**config.mk**
```make
export PLATFORM = sky130hd
export DESIGN_NAME = rv32_csr_top
export DESIGN_NICKNAME = d
export VERILOG_FILES = /design/src/rtl/csr_addr_pkg.sv /design/src/rtl/csr_field_pkg.sv /design/src/rtl/csr_access_ctrl.sv /design/src/rtl/csr_machine_regs.sv /design/src/rtl/csr_mvu_regs.sv /design/src/rtl/rv32_csr_top.sv
export SDC_FILE = /design/constraint.sdc
export NUM_CORES = 1
export LEC_CHECK = 0
export BUFFER_PORTS_ARGS = -buffer_cell sky130_fd_sc_hd__buf_2
export CORE_ASPECT_RATIO = 1.25
export CORE_MARGIN = 5
export CORE_UTILIZATION = 62
export DETAILED_ROUTE_END_ITERATION = 10
export GPL_TIMING_DRIVEN = 1
export PLACE_DENSITY = 0.85
export SYNTH_ARGS = -nofsm -noshare
export SYNTH_HDL_FRONTEND = slang
export SYNTH_SLANG_ARGS = --single-unit
```
**constraint.sdc**
```tcl
create_clock -name clk -period 3.9 [get_ports clk]
set_clock_uncertainty 0.15 [all_clocks]
set_input_delay 0.195 -clock clk [delete_from_list [all_inputs] [get_ports clk]]
set_output_delay 0.195 -clock clk [all_outputs]
set_load 0.05 [all_outputs]
```
**src/rtl/csr_addr_pkg.sv**
```systemverilog
`default_nettype none

package csr_addr_pkg;

    localparam int CSR_DATA_W = 32;

    // Implemented CSR addresses
    typedef enum logic [11:0] {
        MVENDORID  = 12'hF11,
        MARCHID    = 12'hF12,
        MIMPID     = 12'hF13,
        MHARTID    = 12'hF14,
        MSTATUS    = 12'h300,
        MISA       = 12'h301,
        MIE        = 12'h304,
        MTVEC      = 12'h305,
        MEPC       = 12'h341,
        MCAUSE     = 12'h342,
        MIP        = 12'h344,
        MCYCLE     = 12'hB00,
        MCYCLEH    = 12'hB80,
        // MVU configuration block
        MUL_MODE   = 12'h7C0,
        COUNTDOWN  = 12'h7C1,
        WPRECISION = 12'h7C2,
        IPRECISION = 12'h7C3,
        OPRECISION = 12'h7C4,
        WBASEADDR  = 12'h7C5,
        IBASEADDR  = 12'h7C6,
        OBASEADDR  = 12'h7C7
    } csr_addr_e;

    // Codes 5..7 decode as NONE
    typedef enum logic [2:0] {
        NONE  = 3'd0,
        WRITE = 3'd1,
        SET   = 3'd2,
        CLEAR = 3'd3,
        MRET  = 3'd4
    } csr_op_e;

endpackage

`default_nettype wire

```
**src/rtl/csr_field_pkg.sv**
```systemverilog
`default_nettype none

package csr_field_pkg;

    // ==============================
    // Interrupt bits, mip and mie
    // ==============================
    localparam int IRQ_M_SOFT  = 3;
    localparam int IRQ_M_TIMER = 7;
    localparam int IRQ_M_EXT   = 11;
    localparam int IRQ_MVU     = 16;

    localparam logic [31:0] MIE_WMASK = (32'd1 << IRQ_M_SOFT)
                                      | (32'd1 << IRQ_M_TIMER)
                                      | (32'd1 << IRQ_M_EXT)
                                      | (32'd1 << IRQ_MVU);

    // ==============================
    // mstatus
    // ==============================
    localparam int MSTATUS_MIE  = 3;
    localparam int MSTATUS_MPIE = 7;

    // MIE, MPIE and MPP[12:11]
    localparam logic [31:0] MSTATUS_WMASK = 32'h0000_1888;

    // Trap vector sits this far above the boot address
    localparam logic [31:0] MTVEC_RST_OFFSET = 32'h0000_0040;

    // Identity
    localparam logic [31:0] ISA_CODE     = 32'h4000_1100;   // RV32IM
    localparam logic [31:0] PITO_MARCHID = 32'h0000_0050;

    // ==============================
    // MVU field widths
    // ==============================
    localparam int MVU_MODE_W  = 2;
    localparam int MVU_CNTDN_W = 29;
    localparam int MVU_PREC_W  = 6;
    localparam int MVU_WADDR_W = 9;    // Weight memory address
    localparam int MVU_DADDR_W = 15;   // Data memory address

endpackage

`default_nettype wire

```
**src/rtl/csr_access_ctrl.sv**
```systemverilog
`timescale 1ns/100ps
`default_nettype none

module csr_access_ctrl
    import csr_addr_pkg::*;
(
    input  csr_op_e                 csr_op_i,
    input  logic [CSR_DATA_W-1:0]   csr_wdata_i,
    // Machine bank
    input  logic [CSR_DATA_W-1:0]   mach_rdata_i,
    input  logic                    mach_rd_hit_i,
    input  logic                    mach_wr_ok_i,
    // MVU bank, always writable
    input  logic [CSR_DATA_W-1:0]   mvu_rdata_i,
    input  logic                    mvu_rd_hit_i,
    // To both banks
    output logic                    wr_en_o,
    output logic [CSR_DATA_W-1:0]   wr_data_o,
    output logic                    mret_o,
    // To the core
    output logic [CSR_DATA_W-1:0]   csr_rdata_o,
    output logic                    csr_illegal_o
);

    logic [CSR_DATA_W-1:0] cur_rdata;   // Value of the addressed register
    logic                  any_hit;

    assign any_hit   = mach_rd_hit_i | mvu_rd_hit_i;
    assign cur_rdata = mach_rd_hit_i ? mach_rdata_i :
                       mvu_rd_hit_i  ? mvu_rdata_i  : '0;

    // ==============================
    // Operation decode
    // ==============================
    always_comb begin
        wr_en_o   = 1'b0;
        mret_o    = 1'b0;
        wr_data_o = csr_wdata_i;
        case (csr_op_i)
            WRITE: wr_en_o = 1'b1;
            SET: begin
                wr_en_o   = 1'b1;
                wr_data_o = csr_wdata_i | cur_rdata;
            end
            CLEAR: begin
                wr_en_o   = 1'b1;
                wr_data_o = cur_rdata & ~csr_wdata_i;
            end
            MRET:    mret_o = 1'b1;   // No read or write side effect
            default: ;
        endcase
    end

    // Old value shows during the access, zero otherwise
    assign csr_rdata_o = wr_en_o ? cur_rdata : '0;

    // Unknown address, or a bank that refuses the write
    assign csr_illegal_o = wr_en_o & (~any_hit | (mach_rd_hit_i & ~mach_wr_ok_i));

    // A return must never also write a CSR in the same cycle
    always_comb begin
        op_excl_a: assert (!(wr_en_o && mret_o))
            else $error("csr_access_ctrl: write and mret together");
    end

endmodule

`default_nettype wire

```
**src/rtl/csr_machine_regs.sv**
```systemverilog
`timescale 1ns/100ps
`default_nettype none

module csr_machine_regs
    import csr_addr_pkg::*;
    import csr_field_pkg::*;
#(
    parameter int                    HART_ID   = 0,
    parameter logic [CSR_DATA_W-1:0] BOOT_ADDR = 32'h0000_1000
)(
    input  logic                    clk,
    input  logic                    rst_n,
    input  csr_addr_e               csr_addr_i,
    input  logic                    wr_en_i,
    input  logic [CSR_DATA_W-1:0]   wr_data_i,
    input  logic                    mret_i,
    input  logic                    irq_i,        // External
    input  logic                    time_irq_i,
    input  logic                    ipi_i,        // Software
    input  logic                    mvu_irq_i,
    input  logic                    enable_cycle_count_i,
    output logic [CSR_DATA_W-1:0]   rdata_o,
    output logic                    rd_hit_o,
    output logic                    wr_ok_o,
    output logic [CSR_DATA_W-1:0]   csr_epc_o
);

    logic [CSR_DATA_W-1:0] mstatus_q;
    logic [CSR_DATA_W-1:0] mie_q;
    logic [CSR_DATA_W-1:0] mip_q, mip_d;
    logic [CSR_DATA_W-1:0] mtvec_q, mtvec_wr;
    logic [CSR_DATA_W-1:0] mepc_q;
    logic [CSR_DATA_W-1:0] mcause_q;
    logic [63:0]           mcycle_q;

    // Pending bits straight from the interrupt lines
    always_comb begin
        mip_d              = '0;
        mip_d[IRQ_M_SOFT]  = ipi_i;
        mip_d[IRQ_M_TIMER] = time_irq_i;
        mip_d[IRQ_M_EXT]   = irq_i;
        mip_d[IRQ_MVU]     = mvu_irq_i;
    end

    // Vectored mode needs 256-byte alignment
    always_comb begin
        mtvec_wr = {wr_data_i[31:2], 1'b0, wr_data_i[0]};
        if (wr_data_i[0])
            mtvec_wr = {wr_data_i[31:8], 7'b0, wr_data_i[0]};
    end

    // ==============================
    // Register updates
    // ==============================
    always_ff @(posedge clk or negedge rst_n) begin
        if (!rst_n) begin
            mstatus_q <= '0;
            mie_q     <= '0;
            mip_q     <= '0;
            mtvec_q   <= BOOT_ADDR + MTVEC_RST_OFFSET;
            mepc_q    <= '0;
            mcause_q  <= '0;
            mcycle_q  <= '0;
        end else begin
            mip_q <= mip_d;

            // A write wins over counting
            if (wr_en_i && csr_addr_i == MCYCLE)
                mcycle_q <= {32'b0, wr_data_i};
            else if (wr_en_i && csr_addr_i == MCYCLEH)
                mcycle_q <= {wr_data_i, mcycle_q[31:0]};
            else if (enable_cycle_count_i)
                mcycle_q <= mcycle_q + 64'd1;

            if (mret_i) begin
                mstatus_q[MSTATUS_MIE]  <= mstatus_q[MSTATUS_MPIE];
                mstatus_q[MSTATUS_MPIE] <= 1'b1;
            end

            if (wr_en_i) begin
                case (csr_addr_i)
                    MSTATUS: mstatus_q <= wr_data_i & MSTATUS_WMASK;
                    MIE:     mie_q     <= wr_data_i & MIE_WMASK;
                    MTVEC:   mtvec_q   <= mtvec_wr;
                    MEPC:    mepc_q    <= {wr_data_i[31:1], 1'b0};
                    MCAUSE:  mcause_q  <= wr_data_i;
                    default: ;   // misa and mip ignore the data
                endcase
            end
        end
    end

    // ==============================
    // Read port and access rights
    // ==============================
    always_comb begin
        rdata_o  = '0;
        rd_hit_o = 1'b1;
        wr_ok_o  = 1'b1;
        case (csr_addr_i)
            MVENDORID: wr_ok_o = 1'b0;   // Reads zero
            MARCHID: begin
                rdata_o = PITO_MARCHID;
                wr_ok_o = 1'b0;
            end
            MIMPID:    wr_ok_o = 1'b0;
            MHARTID: begin
                rdata_o = CSR_DATA_W'(HART_ID);
                wr_ok_o = 1'b0;
            end
            MSTATUS: rdata_o = mstatus_q;
            MISA:    rdata_o = ISA_CODE;
            MIE:     rdata_o = mie_q;
            MTVEC:   rdata_o = mtvec_q;
            MEPC:    rdata_o = mepc_q;
            MCAUSE:  rdata_o = mcause_q;
            MIP:     rdata_o = mip_q;
            MCYCLE:  rdata_o = mcycle_q[31:0];
            MCYCLEH: rdata_o = mcycle_q[63:32];
            default: begin
                rd_hit_o = 1'b0;
                wr_ok_o  = 1'b0;
            end
        endcase
    end

    assign csr_epc_o = mepc_q;

    mepc_align_a: assert property (@(posedge clk) disable iff (!rst_n)
        mepc_q[0] == 1'b0);

    mie_mask_a: assert property (@(posedge clk) disable iff (!rst_n)
        (mie_q & ~MIE_WMASK) == '0);

endmodule

`default_nettype wire

```
**src/rtl/csr_mvu_regs.sv**
```systemverilog
`timescale 1ns/100ps
`default_nettype none

module csr_mvu_regs
    import csr_addr_pkg::*;
    import csr_field_pkg::*;
(
    input  logic                    clk,
    input  logic                    rst_n,
    input  csr_addr_e               csr_addr_i,
    input  logic                    wr_en_i,
    input  logic [CSR_DATA_W-1:0]   wr_data_i,
    output logic [CSR_DATA_W-1:0]   rdata_o,
    output logic                    rd_hit_o,
    // Configuration to the MVU
    output logic [MVU_MODE_W-1:0]   mvu_mul_mode_o,
    output logic [MVU_CNTDN_W-1:0]  mvu_countdown_o,
    output logic [MVU_PREC_W-1:0]   mvu_wprecision_o,
    output logic [MVU_PREC_W-1:0]   mvu_iprecision_o,
    output logic [MVU_PREC_W-1:0]   mvu_oprecision_o,
    output logic [MVU_WADDR_W-1:0]  mvu_wbaseaddr_o,
    output logic [MVU_DADDR_W-1:0]  mvu_ibaseaddr_o,
    output logic [MVU_DADDR_W-1:0]  mvu_obaseaddr_o
);

    // Each field keeps only its low bits of the written word
    always_ff @(posedge clk or negedge rst_n) begin
        if (!rst_n) begin
            mvu_mul_mode_o   <= '0;
            mvu_countdown_o  <= '0;
            mvu_wprecision_o <= '0;
            mvu_iprecision_o <= '0;
            mvu_oprecision_o <= '0;
            mvu_wbaseaddr_o  <= '0;
            mvu_ibaseaddr_o  <= '0;
            mvu_obaseaddr_o  <= '0;
        end else if (wr_en_i) begin
            case (csr_addr_i)
                MUL_MODE:   mvu_mul_mode_o   <= wr_data_i[MVU_MODE_W-1:0];
                COUNTDOWN:  mvu_countdown_o  <= wr_data_i[MVU_CNTDN_W-1:0];
                WPRECISION: mvu_wprecision_o <= wr_data_i[MVU_PREC_W-1:0];
                IPRECISION: mvu_iprecision_o <= wr_data_i[MVU_PREC_W-1:0];
                OPRECISION: mvu_oprecision_o <= wr_data_i[MVU_PREC_W-1:0];
                WBASEADDR:  mvu_wbaseaddr_o  <= wr_data_i[MVU_WADDR_W-1:0];
                IBASEADDR:  mvu_ibaseaddr_o  <= wr_data_i[MVU_DADDR_W-1:0];
                OBASEADDR:  mvu_obaseaddr_o  <= wr_data_i[MVU_DADDR_W-1:0];
                default: ;
            endcase
        end
    end

    // ==============================
    // Read port, zero-extended
    // ==============================
    always_comb begin
        rdata_o  = '0;
        rd_hit_o = 1'b1;
        case (csr_addr_i)
            MUL_MODE:   rdata_o = CSR_DATA_W'(mvu_mul_mode_o);
            COUNTDOWN:  rdata_o = CSR_DATA_W'(mvu_countdown_o);
            WPRECISION: rdata_o = CSR_DATA_W'(mvu_wprecision_o);
            IPRECISION: rdata_o = CSR_DATA_W'(mvu_iprecision_o);
            OPRECISION: rdata_o = CSR_DATA_W'(mvu_oprecision_o);
            WBASEADDR:  rdata_o = CSR_DATA_W'(mvu_wbaseaddr_o);
            IBASEADDR:  rdata_o = CSR_DATA_W'(mvu_ibaseaddr_o);
            OBASEADDR:  rdata_o = CSR_DATA_W'(mvu_obaseaddr_o);
            default:    rd_hit_o = 1'b0;   // Not an MVU address
        endcase
    end

endmodule

`default_nettype wire

```
**src/rtl/rv32_csr_top.sv**
```systemverilog
`timescale 1ns/100ps
`default_nettype none

module rv32_csr_top
    import csr_addr_pkg::*;
    import csr_field_pkg::*;
#(
    parameter int                    HART_ID   = 0,
    parameter logic [CSR_DATA_W-1:0] BOOT_ADDR = 32'h0000_1000
)(
    input  logic                    clk,
    input  logic                    rst_n,
    input  logic [11:0]             csr_addr_i,
    input  logic [2:0]              csr_op_i,
    input  logic [CSR_DATA_W-1:0]   csr_wdata_i,
    input  logic                    irq_i,
    input  logic                    time_irq_i,
    input  logic                    ipi_i,
    input  logic                    mvu_irq_i,
    input  logic                    enable_cycle_count_i,
    output logic [CSR_DATA_W-1:0]   csr_rdata_o,
    output logic                    csr_illegal_o,
    output logic [CSR_DATA_W-1:0]   csr_epc_o,
    output logic [MVU_MODE_W-1:0]   mvu_mul_mode_o,
    output logic [MVU_CNTDN_W-1:0]  mvu_countdown_o,
    output logic [MVU_PREC_W-1:0]   mvu_wprecision_o,
    output logic [MVU_PREC_W-1:0]   mvu_iprecision_o,
    output logic [MVU_PREC_W-1:0]   mvu_oprecision_o,
    output logic [MVU_WADDR_W-1:0]  mvu_wbaseaddr_o,
    output logic [MVU_DADDR_W-1:0]  mvu_ibaseaddr_o,
    output logic [MVU_DADDR_W-1:0]  mvu_obaseaddr_o
);

    csr_addr_e             csr_addr;
    csr_op_e               csr_op;
    logic                  wr_en, mret;
    logic [CSR_DATA_W-1:0] wr_data;
    logic [CSR_DATA_W-1:0] mach_rdata, mvu_rdata;
    logic                  mach_rd_hit, mach_wr_ok, mvu_rd_hit;

    assign csr_addr = csr_addr_e'(csr_addr_i);
    assign csr_op   = csr_op_e'(csr_op_i);

    csr_access_ctrl u_access_ctrl (
        .csr_op_i      (csr_op),
        .csr_wdata_i   (csr_wdata_i),
        .mach_rdata_i  (mach_rdata),
        .mach_rd_hit_i (mach_rd_hit),
        .mach_wr_ok_i  (mach_wr_ok),
        .mvu_rdata_i   (mvu_rdata),
        .mvu_rd_hit_i  (mvu_rd_hit),
        .wr_en_o       (wr_en),
        .wr_data_o     (wr_data),
        .mret_o        (mret),
        .csr_rdata_o   (csr_rdata_o),
        .csr_illegal_o (csr_illegal_o)
    );

    csr_machine_regs #(
        .HART_ID   (HART_ID),
        .BOOT_ADDR (BOOT_ADDR)
    ) u_machine_regs (
        .clk                  (clk),
        .rst_n                (rst_n),
        .csr_addr_i           (csr_addr),
        .wr_en_i              (wr_en),
        .wr_data_i            (wr_data),
        .mret_i               (mret),
        .irq_i                (irq_i),
        .time_irq_i           (time_irq_i),
        .ipi_i                (ipi_i),
        .mvu_irq_i            (mvu_irq_i),
        .enable_cycle_count_i (enable_cycle_count_i),
        .rdata_o              (mach_rdata),
        .rd_hit_o             (mach_rd_hit),
        .wr_ok_o              (mach_wr_ok),
        .csr_epc_o            (csr_epc_o)
    );

    csr_mvu_regs u_mvu_regs (
        .clk              (clk),
        .rst_n            (rst_n),
        .csr_addr_i       (csr_addr),
        .wr_en_i          (wr_en),
        .wr_data_i        (wr_data),
        .rdata_o          (mvu_rdata),
        .rd_hit_o         (mvu_rd_hit),
        .mvu_mul_mode_o   (mvu_mul_mode_o),
        .mvu_countdown_o  (mvu_countdown_o),
        .mvu_wprecision_o (mvu_wprecision_o),
        .mvu_iprecision_o (mvu_iprecision_o),
        .mvu_oprecision_o (mvu_oprecision_o),
        .mvu_wbaseaddr_o  (mvu_wbaseaddr_o),
        .mvu_ibaseaddr_o  (mvu_ibaseaddr_o),
        .mvu_obaseaddr_o  (mvu_obaseaddr_o)
    );

endmodule

`default_nettype wire

```
==> impl_results.md, run 1 <==
- Cts bufs inserted: 26
- R2R depth: 6
- Routed vias: 14113
- Compound-cell area share of the yosys netlist: 0.210
- Post-synth EDFFs: 0
- Antenna diodes: 0
- Commonest non-fill, non-tap cell in the layout: dfrtp_1
- Global-route wire length before repair: 82000 um
- CORE AREA: 22100 um2
- Post-synth net total: 1573
- Fmax: 303 MHz
- Adder-Cell Fraction of Synth Area: 0.000901
- Asr flop ratio synth: 1.00
- # rows: 61
- Max FO, Critical Path: 12
- Postcts setup bufs: 0
- Syn Area/Cell: 9.15 um2
- Fill cell count: 1624
- Post-layout util: 0.741
- DR WL/cell: 27.1 um
- PwrDens: 373 nW/um2
- Routed Antenna Nets: 0
- Setup crit start kind: input pin
- Post-Syn Area: 13900 um2
- Largest net degree at the start of global routing: 119
- Clk sinks: 258
- Required time worst endpoint: 3.56 ns
- Commonest non-fill, non-tap cells in the layout: dfrtp_1 (256), buf_2 (204), nand2_1 (162), nor2_1 (158), a21oi_1 (134)
- Max-slew violation count: 0
- Clk root buf: clkbuf_16
- DP Area: 15300 um2
- Vias in the first global route: 13897
- Fin Hold WS: 0.0189 ns
- Element type at the critical path end: primary output
- Ys Warns: 0
- Post-DP HPWL: 38800 um
- Type of the worst min-delay path: in2reg
- Buffers on Ports: 205
- Top_reg_cell synth: dfrtp_1
- Worst-path clk slew: 0.06 ns
- Arrival time worst endpoint: 2.95 ns
- Die Wd: 144 um
- Largest family of logic cells by synthesized area: compound AO/OA/AOI/OAI gates
- Mux share of post-synthesis cell area: 0.0497
- RSZ-0062 raised after global routing: no
- Hold Path Stages: 4
- Layout cells sized above 1: 0.220
- Hold Violations, Final: 0
- Via-to-Cell Ratio: 7.02
- Routability cong.: 1.05
- # DRC: 0
- Synth cell types: 89
- Met1 Use GR: 0.505
- Period utilization: 0.846
- Int Pwr: 4.54 mW
- Nets: 1763
- Switching Share: 0.257
- Maxcap violations: 0
- Gate power share: 0.095
- Run status: completed
- GRT busiest layer: met2
- TritonCTS clock tree: built
- CP Class: in2out
- Peak supply drop: 375 uV
- Synth Instances: 1518
- H-tree Lvls: 1
- P&R area growth vs syn: 18.0%
- Post-Synth Simple-Gate Area: 0.199
- Register area share after synthesis: 0.465
- Final Routed Wirelength: 54400 um
- FF+latch count, synth: 258
- Initial Util: 0.628
- Slew @ Worst Pin: 1.00 ns
- Die Y: 177 um
- Max Buffers Root-to-Sink: 3
- Ports: 207
- Die area: 25500 um2
- P_sw: 1.57 mW
- Initial antenna violation count: 0
- Grt ovf: 0
- Leakage: 7.38 nW
- Sequential share of power: 0.460
- GR Layer Usage met3: 0.0946
- Initial drt markers: 1825
- Clock power frac: 0.445
- Setup TNS: 0 ns
- Xor-xnor portion of the synthesized cell area: 0.0309
- TritonRoute pass-1 iters: 8
- Final setup violating endpoints: 0
- Worst R2R Setup Slack: 0.91 ns
- Gr usage total: 0.422
- Max-slew headroom: 0.331
- GRT met2 Usage: 0.666
- Worst skew pair latency: 0.54 ns
- Minimum clock period: 3.30 ns
- Design Area, Final: 16400 um2
-- routing by layer --
layer | vias up | share of wire
li1 | 5978 | -
met1 | 6612 | 0.33
met2 | 1182 | 0.46
met3 | 341 | 0.11
met4 | 0 | 0.091
met5 | - | 0
-- state kept, by name, indices dropped and copies added, names as in the netlist, 9 cells and up --
signal / cells
u_machine_regs.mcause_q: 32
u_mvu_regs.mvu_countdown_o: 29
u_mvu_regs.mvu_ibaseaddr_o: 15
u_mvu_regs.mvu_obaseaddr_o: 15
u_machine_regs.mcycle_q: 64
u_machine_regs.mtvec_q: 31
u_machine_regs.csr_epc_o: 31
u_mvu_regs.mvu_wbaseaddr_o: 9
-- critical path, cell delays in order --
cell	delay, ns
buf_2	0.17
nand4bb_1	0.59
nor3_4	0.76
buf_4	0.35
a22oi_1	0.15
a21oi_1	0.38
buf_2	0.34
-- timing repair --
action	in CTS	in global routing
hold endpoints to repair	159	0
hold buffers	17	0
gates resized for setup	0	0
-- per-stage QoR --
step	setup slack [ns]	power (mW)	cells
2_1_floorplan	1.07	3.15	1518
3_3_place_gp	0.672	3.39	1946
3_5_place_dp	0.583	3.40	1946
4_1_cts	0.756	6.10	2009
5_1_grt	0.613	6.27	2009
6_report	0.601	6.11	2009
-- synth_stat cells, types with 4 or more instances --
cell type | instances | area [um2]
dfrtp_1 | 256 | 6410
nand2_1 | 164 | 616
nor2_1 | 160 | 601
a21oi_1 | 134 | 671
clkbuf_1 | 64 | 240
o21ai_1 | 56 | 280
o21ai_0 | 53 | 265
buf_2 | 47 | 235
nand3_1 | 42 | 210
xnor2_1 | 40 | 350
a22oi_1 | 37 | 278
nor3_1 | 36 | 180
mux2i_1 | 33 | 330
nand4_1 | 33 | 206
mux2_2 | 30 | 338
nor4_1 | 29 | 181
o22ai_1 | 25 | 156
o31a_1 | 24 | 210
o31ai_1 | 18 | 135
inv_1 | 17 | 63.8
and3_1 | 14 | 87.6
and2_1 | 10 | 62.6
a22o_1 | 9 | 78.8
xor2_1 | 9 | 78.8
a222oi_1 | 8 | 80.1
a31oi_1 | 8 | 50.1
a2111oi_0 | 7 | 61.3
a211oi_1 | 7 | 52.6
a221oi_1 | 7 | 61.3
and4_1 | 7 | 61.3
o22a_1 | 7 | 61.3
buf_4 | 6 | 45.0
nand3b_1 | 6 | 45.0
a32oi_1 | 5 | 43.8
nor2b_1 | 5 | 31.3
nor4b_1 | 5 | 43.8
o21a_1 | 5 | 37.5
or3_1 | 5 | 31.3
nor3b_1 | 4 | 30.0
nor4b_2 | 4 | 60.1
nor4bb_1 | 4 | 40.0
o221ai_1 | 4 | 35.0
-- logic make-up (layout without fill, tap and decap cells) --
group,count (synthesis),count (layout)
AOI/OAI and AO/OA,451,451
xor gates and xnor gates,49,49
adders and majority gates,1,1
buffers and inverters,139,347
DFF,258,258
muxes,64,64
other,1,1
and+or+nand+nor,555,555
-- cell type report --
class	count	area, um2	area share
multi-input cells	1121	6880	0.419
flip-flops and latches	258	6460	0.394
repair buffers	284	1720	0.105
clock buffers	31	711	0.0433
well taps	283	354	0.0216
clock inverters	15	211	0.0129
inverters	17	63.8	0.00389
-- worst paths after layout --
| kind | start | endpoint |
|---|---|---|
| setup / recovery | csr_addr_i[10] | csr_rdata_o[19] |
| hold / removal | csr_wdata_i[1] | u_machine_regs.mcycle_q[33] |
| setup reg to reg | u_machine_regs.mcycle_q[26] | u_machine_regs.mcycle_q[43] |
| hold reg to reg | u_machine_regs.mcause_q[13] | u_machine_regs.mcause_q[13] |
| max in group asynchronous | rst_n | u_machine_regs.mtvec_q[15] |
| min in group asynchronous | rst_n | u_machine_regs.mcause_q[26] |
-- power by group through the flow --
stage / clock (mW) / sequential, mW / combinational (mW)
6_report: 2.72 / 2.81 / 0.579
5_1_grt: 2.84 / 2.82 / 0.617
4_1_cts: 2.73 / 2.81 / 0.567
3_5_place_dp: 0 / 2.85 / 0.549
3_3_place_gp: 0 / 2.85 / 0.541
2_1_floorplan: 0 / 2.85 / 0.304
Power figures use the tool's default switching activity.
==> run 2: changes to the inputs <==
--- a/config.mk
+++ b/config.mk
@@ -8,10 +8,10 @@
 export BUFFER_PORTS_ARGS = -buffer_cell sky130_fd_sc_hd__buf_2
 export CORE_ASPECT_RATIO = 1.25
 export CORE_MARGIN = 5
-export CORE_UTILIZATION = 62
+export CORE_UTILIZATION = 52
 export DETAILED_ROUTE_END_ITERATION = 10
 export GPL_TIMING_DRIVEN = 1
-export PLACE_DENSITY = 0.85
+export PLACE_DENSITY = 0.76
 export SYNTH_ARGS = -nofsm -noshare
 export SYNTH_HDL_FRONTEND = slang
 export SYNTH_SLANG_ARGS = --single-unit
==> constraint.sdc (replaced) <==
create_clock -name clk -period 2.7 [get_ports clk]
set_clock_uncertainty 0.15 [all_clocks]
set_input_delay 0.135 -clock clk [delete_from_list [all_inputs] [get_ports clk]]
set_output_delay 0.135 -clock clk [all_outputs]
set_load 0.05 [all_outputs]
==> impl_results.md, run 2 (same netlist as run 1, synthesis figures left out) <==
- Worst-path clk slew: 0.06 ns (about the same)
- Dpl cells: 2125 (was 1946)
- Global-route wire length before repair: 87300 um (was 82000 um)
- CORE AREA: 26600 um2 (was 22100 um2)
- Required time worst endpoint: 2.41 ns (was 3.56 ns)
- Maxcap violations: 0 (unchanged)
- Die Wd: 156 um (was 144 um)
- Cts bufs inserted: 28 (was 26)
- Via-to-Cell Ratio: 6.54 (was 7.02)
- Largest net degree at the start of global routing: 78 (was 119)
- Minimum clock period: 2.71 ns
- Max reg flops: 64 (unchanged)
- Routability cong.: 1.02 (was 1.05)
- # rows: 67 (was 61)
- Initial antenna violation count: 0 (unchanged)
- Commonest non-fill, non-tap cell in the layout: dfrtp_1 (unchanged)
- Design Area, Final: 18100 um2 (was 16400 um2)
- P&R area growth vs syn: 29.9% (was 18.0%)
- Fmax: 369 MHz
- TritonCTS clock tree: built (unchanged)
- Slew @ Worst Pin: 0.770 ns (was 1.00 ns)
- Ports: 207 (unchanged)
- Setup crit start kind: input pin (unchanged)
- Clk sinks: 258 (unchanged)
- Die area: 30100 um2 (was 25500 um2)
- Worst skew pair latency: 0.57 ns (was 0.54 ns)
- Grt ovf: 0 (unchanged)
- PwrDens: 515 nW/um2 (was 373 nW/um2)
- Layout cells sized above 1: 0.283 (was 0.220)
- Max FO, Critical Path: 8 (was 12)
- Fin cells: 2216 (was 2009)
- Max Buffers Root-to-Sink: 3 (unchanged)
- Biggest registers after layout: u_machine_regs.mcycle_q: 64 flops, u_machine_regs.mcause_q: 32 flops (unchanged)
- Nets: 1904 (was 1763)
- Max-slew violation count: 0 (unchanged)
- Largest Register: u_machine_regs.mcycle_q (unchanged)
- Commonest non-fill, non-tap cells in the layout: dfrtp_1 (256), buf_2 (200), buf_4 (163), nand2_1 (162), nor2_1 (158) (was dfrtp_1 (256), buf_2 (204), nand2_1 (162), nor2_1 (158), a21oi_1 (134))
- Period utilization: 1.00
- RSZ-0062 raised after global routing: yes (was no)
- Gr usage total: 0.380 (was 0.422)
- Post-layout util: 0.679 (was 0.741)
- Peak supply drop: 449 uV (was 375 uV)
- Failing checks: negative hold slack, negative setup slack
- Hold Violations, Final: 5 (was 0)
- Buffers on Ports: 205 (unchanged)
- Initial drt markers: 1524 (was 1825)
- Type of the worst min-delay path: in2async (was in2reg)
- Clk root buf: clkbuf_16 (unchanged)
- Leakage: 8.20 nW (was 7.38 nW)
- Fin Hold WS: -0.0106 ns (was 0.0189 ns)
- Initial Util: 0.523 (was 0.628)
- DR WL/cell: 26.3 um (was 27.1 um)
- Max-slew headroom: 0.479 (was 0.331)
- Final WS setup: -0.0111 ns (was 0.601 ns)
- Final Routed Wirelength: 58200 um (was 54400 um)
- TritonRoute pass-1 iters: 8 (unchanged)
- Vias in the first global route: 14466 (was 13897)
- CP Class: in2out (unchanged)
- # DRC: 0 (unchanged)
- H-tree Lvls: 1 (unchanged)
- Final setup violating endpoints: 1 (was 0)
- Element type at the critical path end: primary output (unchanged)
- DP Area: 16500 um2 (was 15300 um2)
- Routed vias: 14483 (was 14113)
- Antenna diodes: 0 (unchanged)
- Routed Antenna Nets: 0 (unchanged)
- Run status: complete, but fails checks (was completed)
- Arrival time worst endpoint: 2.43 ns (was 2.95 ns)
- Die Y: 193 um (was 177 um)
- Post-DP HPWL: 43300 um (was 38800 um)
==> run 2: cell count changes in the layout (fill, tap and decap cells not counted), moves of 4 or more <==
cell	delta
a2111oi_0	-4
a2111oi_2	+4
buf_2	-4
buf_12	+19
buf_4	+105
dlygate4sd3_1	+16
==> run 2: where the power goes <==
group	internal [mW]	switching (mW)
sequential	3.94	0.108
clock	2.54	1.71
combinational	0.372	0.630
total	6.86	2.45
==> run 2: final timing paths <==
kind	start	endpoint	slack [ns]	cells after the start
worst max-delay path	csr_addr_i[0]	csr_rdata_o[10]	-0.01	9
min in group clk	csr_wdata_i[20]	u_mvu_regs.mvu_countdown_o[20]	0.02	4
worst min-delay path	rst_n	u_machine_regs.mtvec_q[25]	-0.01	2
worst min register to register	u_machine_regs.mtvec_q[12]	u_machine_regs.mtvec_q[12]	0.34	2
max in group asynchronous	rst_n	u_mvu_regs.mvu_wbaseaddr_o[5]	1.44	3
worst max register to register	u_machine_regs.mip_q[11]	u_machine_regs.mcycle_q[43]	0.08	7
==> run 2: area by class of cell <==
class / instances / area, um2
Timing Repair Buffer: 423 / 3060
Sequential cell: 258 / 6460
Clock inverter: 18 / 256
Clock buffer: 34 / 773
Inverter: 17 / 63.8
Multi-Input combinational cell: 1121 / 7010
Fill cell: 2108 / 8520
Tap cell: 345 / 432
==> run 2: metal layers <==
layer	GRT usage	wire (um)	up-vias
met5	0	0	-
met4	0.249	4870	0
met3	0.0689	5190	285
met2	0.643	28100	922
met1	0.443	20000	6998
li1	-	-	6278
==> run 2: what timing repair did <==
action                                 CTS  global route
hold buffers                            33             0
resized for setup                       12            22
setup endpoints to repair               17            11
endpoints found under the hold margin  343             0
pin swaps                                1             9
setup buffers                            2             5
==> run 2: stage by stage <==
stage / power (mW) / setup slack, ns / TNS [ns]
final: 9.30 / -0.0111 / -0.0111
after floorplan: 4.55 / 0.0451 / 0
after CTS: 9.30 / -0.0245 / -0.0245
after detailed placement: 5.05 / -0.320 / -4.70
after global placement: 5.03 / -0.297 / -3.47
after global routing: 9.58 / -0.0189 / -0.0189
==> run 2: critical path, cell delays in order <==
cell	delay, ns
buf_2	0.18
buf_4	0.20
nor4bb_1	0.47
and3_1	0.46
buf_4	0.21
a222oi_1	0.13
and3_1	0.24
nor2_1	0.12
buf_2	0.28
==> run 3: changes to the inputs <==
--- a/config.mk
+++ b/config.mk
@@ -9,6 +9,7 @@
 export CORE_ASPECT_RATIO = 1.25
 export CORE_MARGIN = 5
 export CORE_UTILIZATION = 52
+export CTS_BUF_LIST = sky130_fd_sc_hd__clkbuf_16
 export DETAILED_ROUTE_END_ITERATION = 10
 export GPL_TIMING_DRIVEN = 1
 export PLACE_DENSITY = 0.76
==> impl_results.md, run 3 (same netlist as run 1, synthesis figures left out) <==
- PwrDens: 509 nW/um2 (was 515 nW/um2)
- Final WS setup: -0.0342 ns (was -0.0111 ns)
- Dpl cells: 2125 (unchanged)
- RSZ-0062 raised after global routing: yes (unchanged)
- Antenna diodes: 0 (unchanged)
- CP Launch Point: csr_addr_i[0] (unchanged)
- Clk root buf: clkbuf_16 (unchanged)
- Die area: 30100 um2 (unchanged)
- Largest net degree at the start of global routing: 78 (unchanged)
- Run status: complete, but fails checks (unchanged)
- Die Wd: 156 um (unchanged)
- Die Y: 193 um (unchanged)
- Design Area, Final: 18000 um2 (was 18100 um2)
- Commonest non-fill, non-tap cells in the layout: dfrtp_1 (256), buf_2 (200), buf_4 (163), nand2_1 (162), nor2_1 (158) (unchanged)
- Fill cell count: 2114 (was 2108)
- Layout cells sized above 1: 0.280 (was 0.283)
- Gr usage total: 0.380 (about the same)
- # rows: 67 (unchanged)
- Max reg flops: 64 (unchanged)
- Multi-input gate area: 7010 um2 (unchanged)
- H-tree Lvls: 1 (unchanged)
- Final setup violating endpoints: 1 (unchanged)
- Switching Share: 0.267 (was 0.263)
- PnR Total Power: 9.16 mW (was 9.30 mW)
- Biggest registers after layout: u_machine_regs.mcycle_q: 64 flops, u_machine_regs.mcause_q: 32 flops (unchanged)
- Nets: 1904 (unchanged)
- Max Buffers Root-to-Sink: 3 (unchanged)
- Grt ovf: 0 (unchanged)
- Minimum clock period: 2.73 ns (was 2.71 ns)
- Worst-path clk slew: 0.06 ns (about the same)
- R2R depth: 7 (unchanged)
- CORE AREA: 26600 um2 (unchanged)
- Fin Hold WS: 0.000209 ns (was -0.0106 ns)
- Element type at the critical path end: primary output (unchanged)
- Worst skew pair latency: 0.56 ns (was 0.57 ns)
- Buffers on Ports: 205 (unchanged)
- Routed vias: 14483 (unchanged)
- Routability cong.: 1.02 (unchanged)
- Sequential share of power: 0.442 (was 0.436)
- Gate power share: 0.109 (was 0.108)
- DP Area: 16500 um2 (unchanged)
- Global-route wire length before repair: 87100 um (was 87300 um)
- TritonRoute pass-1 iters: 6 (was 8)
- Reg-to-Reg Start: u_machine_regs.mip_q[11] (unchanged)
- Clock power frac: 0.448 (was 0.457)
- Via-to-Cell Ratio: 6.54 (unchanged)
- Initial Util: 0.523 (unchanged)
- TritonCTS clock tree: built (unchanged)
- Clk sinks: 258 (unchanged)
- Post-DP HPWL: 43300 um (unchanged)
- Hold Violations, Final: 0 (was 5)
- Max FO, Critical Path: 8 (unchanged)
- Int Pwr: 6.71 mW (was 6.86 mW)
- DR WL/cell: 26.3 um (about the same)
- Required time worst endpoint: 2.41 ns (about the same)
- Period utilization: 1.01 (was 1.00)
- Largest Register: u_machine_regs.mcycle_q (unchanged)
- Initial antenna violation count: 0 (unchanged)
- Final Routed Wirelength: 58400 um (was 58200 um)
- # DRC: 0 (unchanged)
- P&R area growth vs syn: 29.6% (was 29.9%)
- Sequential Area: 6460 um2 (unchanged)
- Ports: 207 (unchanged)
- Type of the worst min-delay path: in2async (unchanged)
- Slew @ Worst Pin: 0.747 ns (was 0.770 ns)
- Leakage: 8.18 nW (was 8.20 nW)
- Setup crit start kind: input pin (unchanged)
- Max-slew violation count: 0 (unchanged)
- FF-to-FF End: u_machine_regs.mcycle_q[43] (unchanged)
- Arrival time worst endpoint: 2.45 ns (was 2.43 ns)
- P_sw: 2.45 mW (about the same)
- Failing checks: negative setup slack (was negative hold slack, negative setup slack)
- Fin cells: 2216 (unchanged)
- Worst R2R Setup Slack: 0.09 ns (was 0.08 ns)
- Routed Antenna Nets: 0 (unchanged)
- Initial drt markers: 1594 (was 1524)
- Fmax: 366 MHz (was 369 MHz)
- CP Class: in2out (unchanged)
- Commonest non-fill, non-tap cell in the layout: dfrtp_1 (unchanged)
- Peak supply drop: 456 uV (was 449 uV)
- Vias in the first global route: 14452 (was 14466)
- Max-slew headroom: 0.496 (was 0.479)
- Maxcap violations: 0 (unchanged)
- Cts bufs inserted: 28 (unchanged)
run 3: cell count changes in the layout (fill, tap and decap cells not counted), sizes merged:
cell    change
clkinv      +5
clkbuf      -6
inv         +1
run 3: worst max-delay path, stage by stage:
cell and delay (ns):
buf_2 0.18, buf_4 0.20, nor4bb_1 0.47, and3_1 0.45
buf_4 0.21, a222oi_1 0.13, and3_1 0.24, nor2_1 0.13
buf_2 0.29
run 3: cell type report:
| class | count | area share |
|---|---|---|
| Tap cell | 345 | 0.0240 |
| Clock buffer | 28 | 0.0389 |
| Multi-Input combinational cell | 1121 | 0.389 |
| Timing Repair Buffer | 423 | 0.170 |
| Inverter | 17 | 0.00354 |
| Sequential cell | 258 | 0.359 |
| Clock inverter | 24 | 0.0155 |
run 3: worst max path at each step:
stage                                              to  slack (ns)
final                                 csr_rdata_o[10]       -0.03
after CTS                              csr_rdata_o[4]       -0.02
after global placement    u_machine_regs.mcycle_q[36]       -0.30
after detailed placement  u_machine_regs.mcycle_q[36]       -0.32
after global routing                   csr_rdata_o[4]       -0.02
after floorplan                         csr_illegal_o        0.05
run 3: routing by layer:
metal,share of wire,wire length (um),track usage
met5,0,0,0
met4,0.083,4870,0.248
met3,0.089,5200,0.0693
met2,0.48,28100,0.644
met1,0.35,20200,0.439
run 3: repair_timing:
| action | in CTS | in global routing |
|---|---|---|
| pin swaps | 1 | 9 |
| resized for setup | 12 | 22 |
| hold buffers | 33 | 0 |
| setup buffers | 2 | 5 |
| setup endpoints to repair | 17 | 12 |
| hold endpoints to repair | 342 | 0 |
| gates cloned | 0 | 0 |
run 3: through the flow:
| stage | TNS [ns] | setup WS (ns) | utilization |
|---|---|---|---|
| 2_1_floorplan | 0 | 0.0451 | - |
| 6_report | -0.0342 | -0.0342 | 0.677 |
| 3_3_place_gp | -3.47 | -0.297 | 0.621 |
| 3_5_place_dp | -4.70 | -0.320 | 0.621 |
| 4_1_cts | -0.0244 | -0.0244 | 0.673 |
| 5_1_grt | -0.0192 | -0.0192 | 0.677 |
run 3: power groups by stage:
| stage | sequential (mW) | combinational, mW | clock (mW) |
|---|---|---|---|
| 2_1_floorplan | 4.12 | 0.439 | 0 |
| 3_3_place_gp | 4.11 | 0.916 | 0 |
| 3_5_place_dp | 4.12 | 0.930 | 0 |
| 4_1_cts | 4.05 | 0.977 | 4.13 |
| 5_1_grt | 4.06 | 1.06 | 4.30 |
| 6_report | 4.05 | 1.00 | 4.10 |
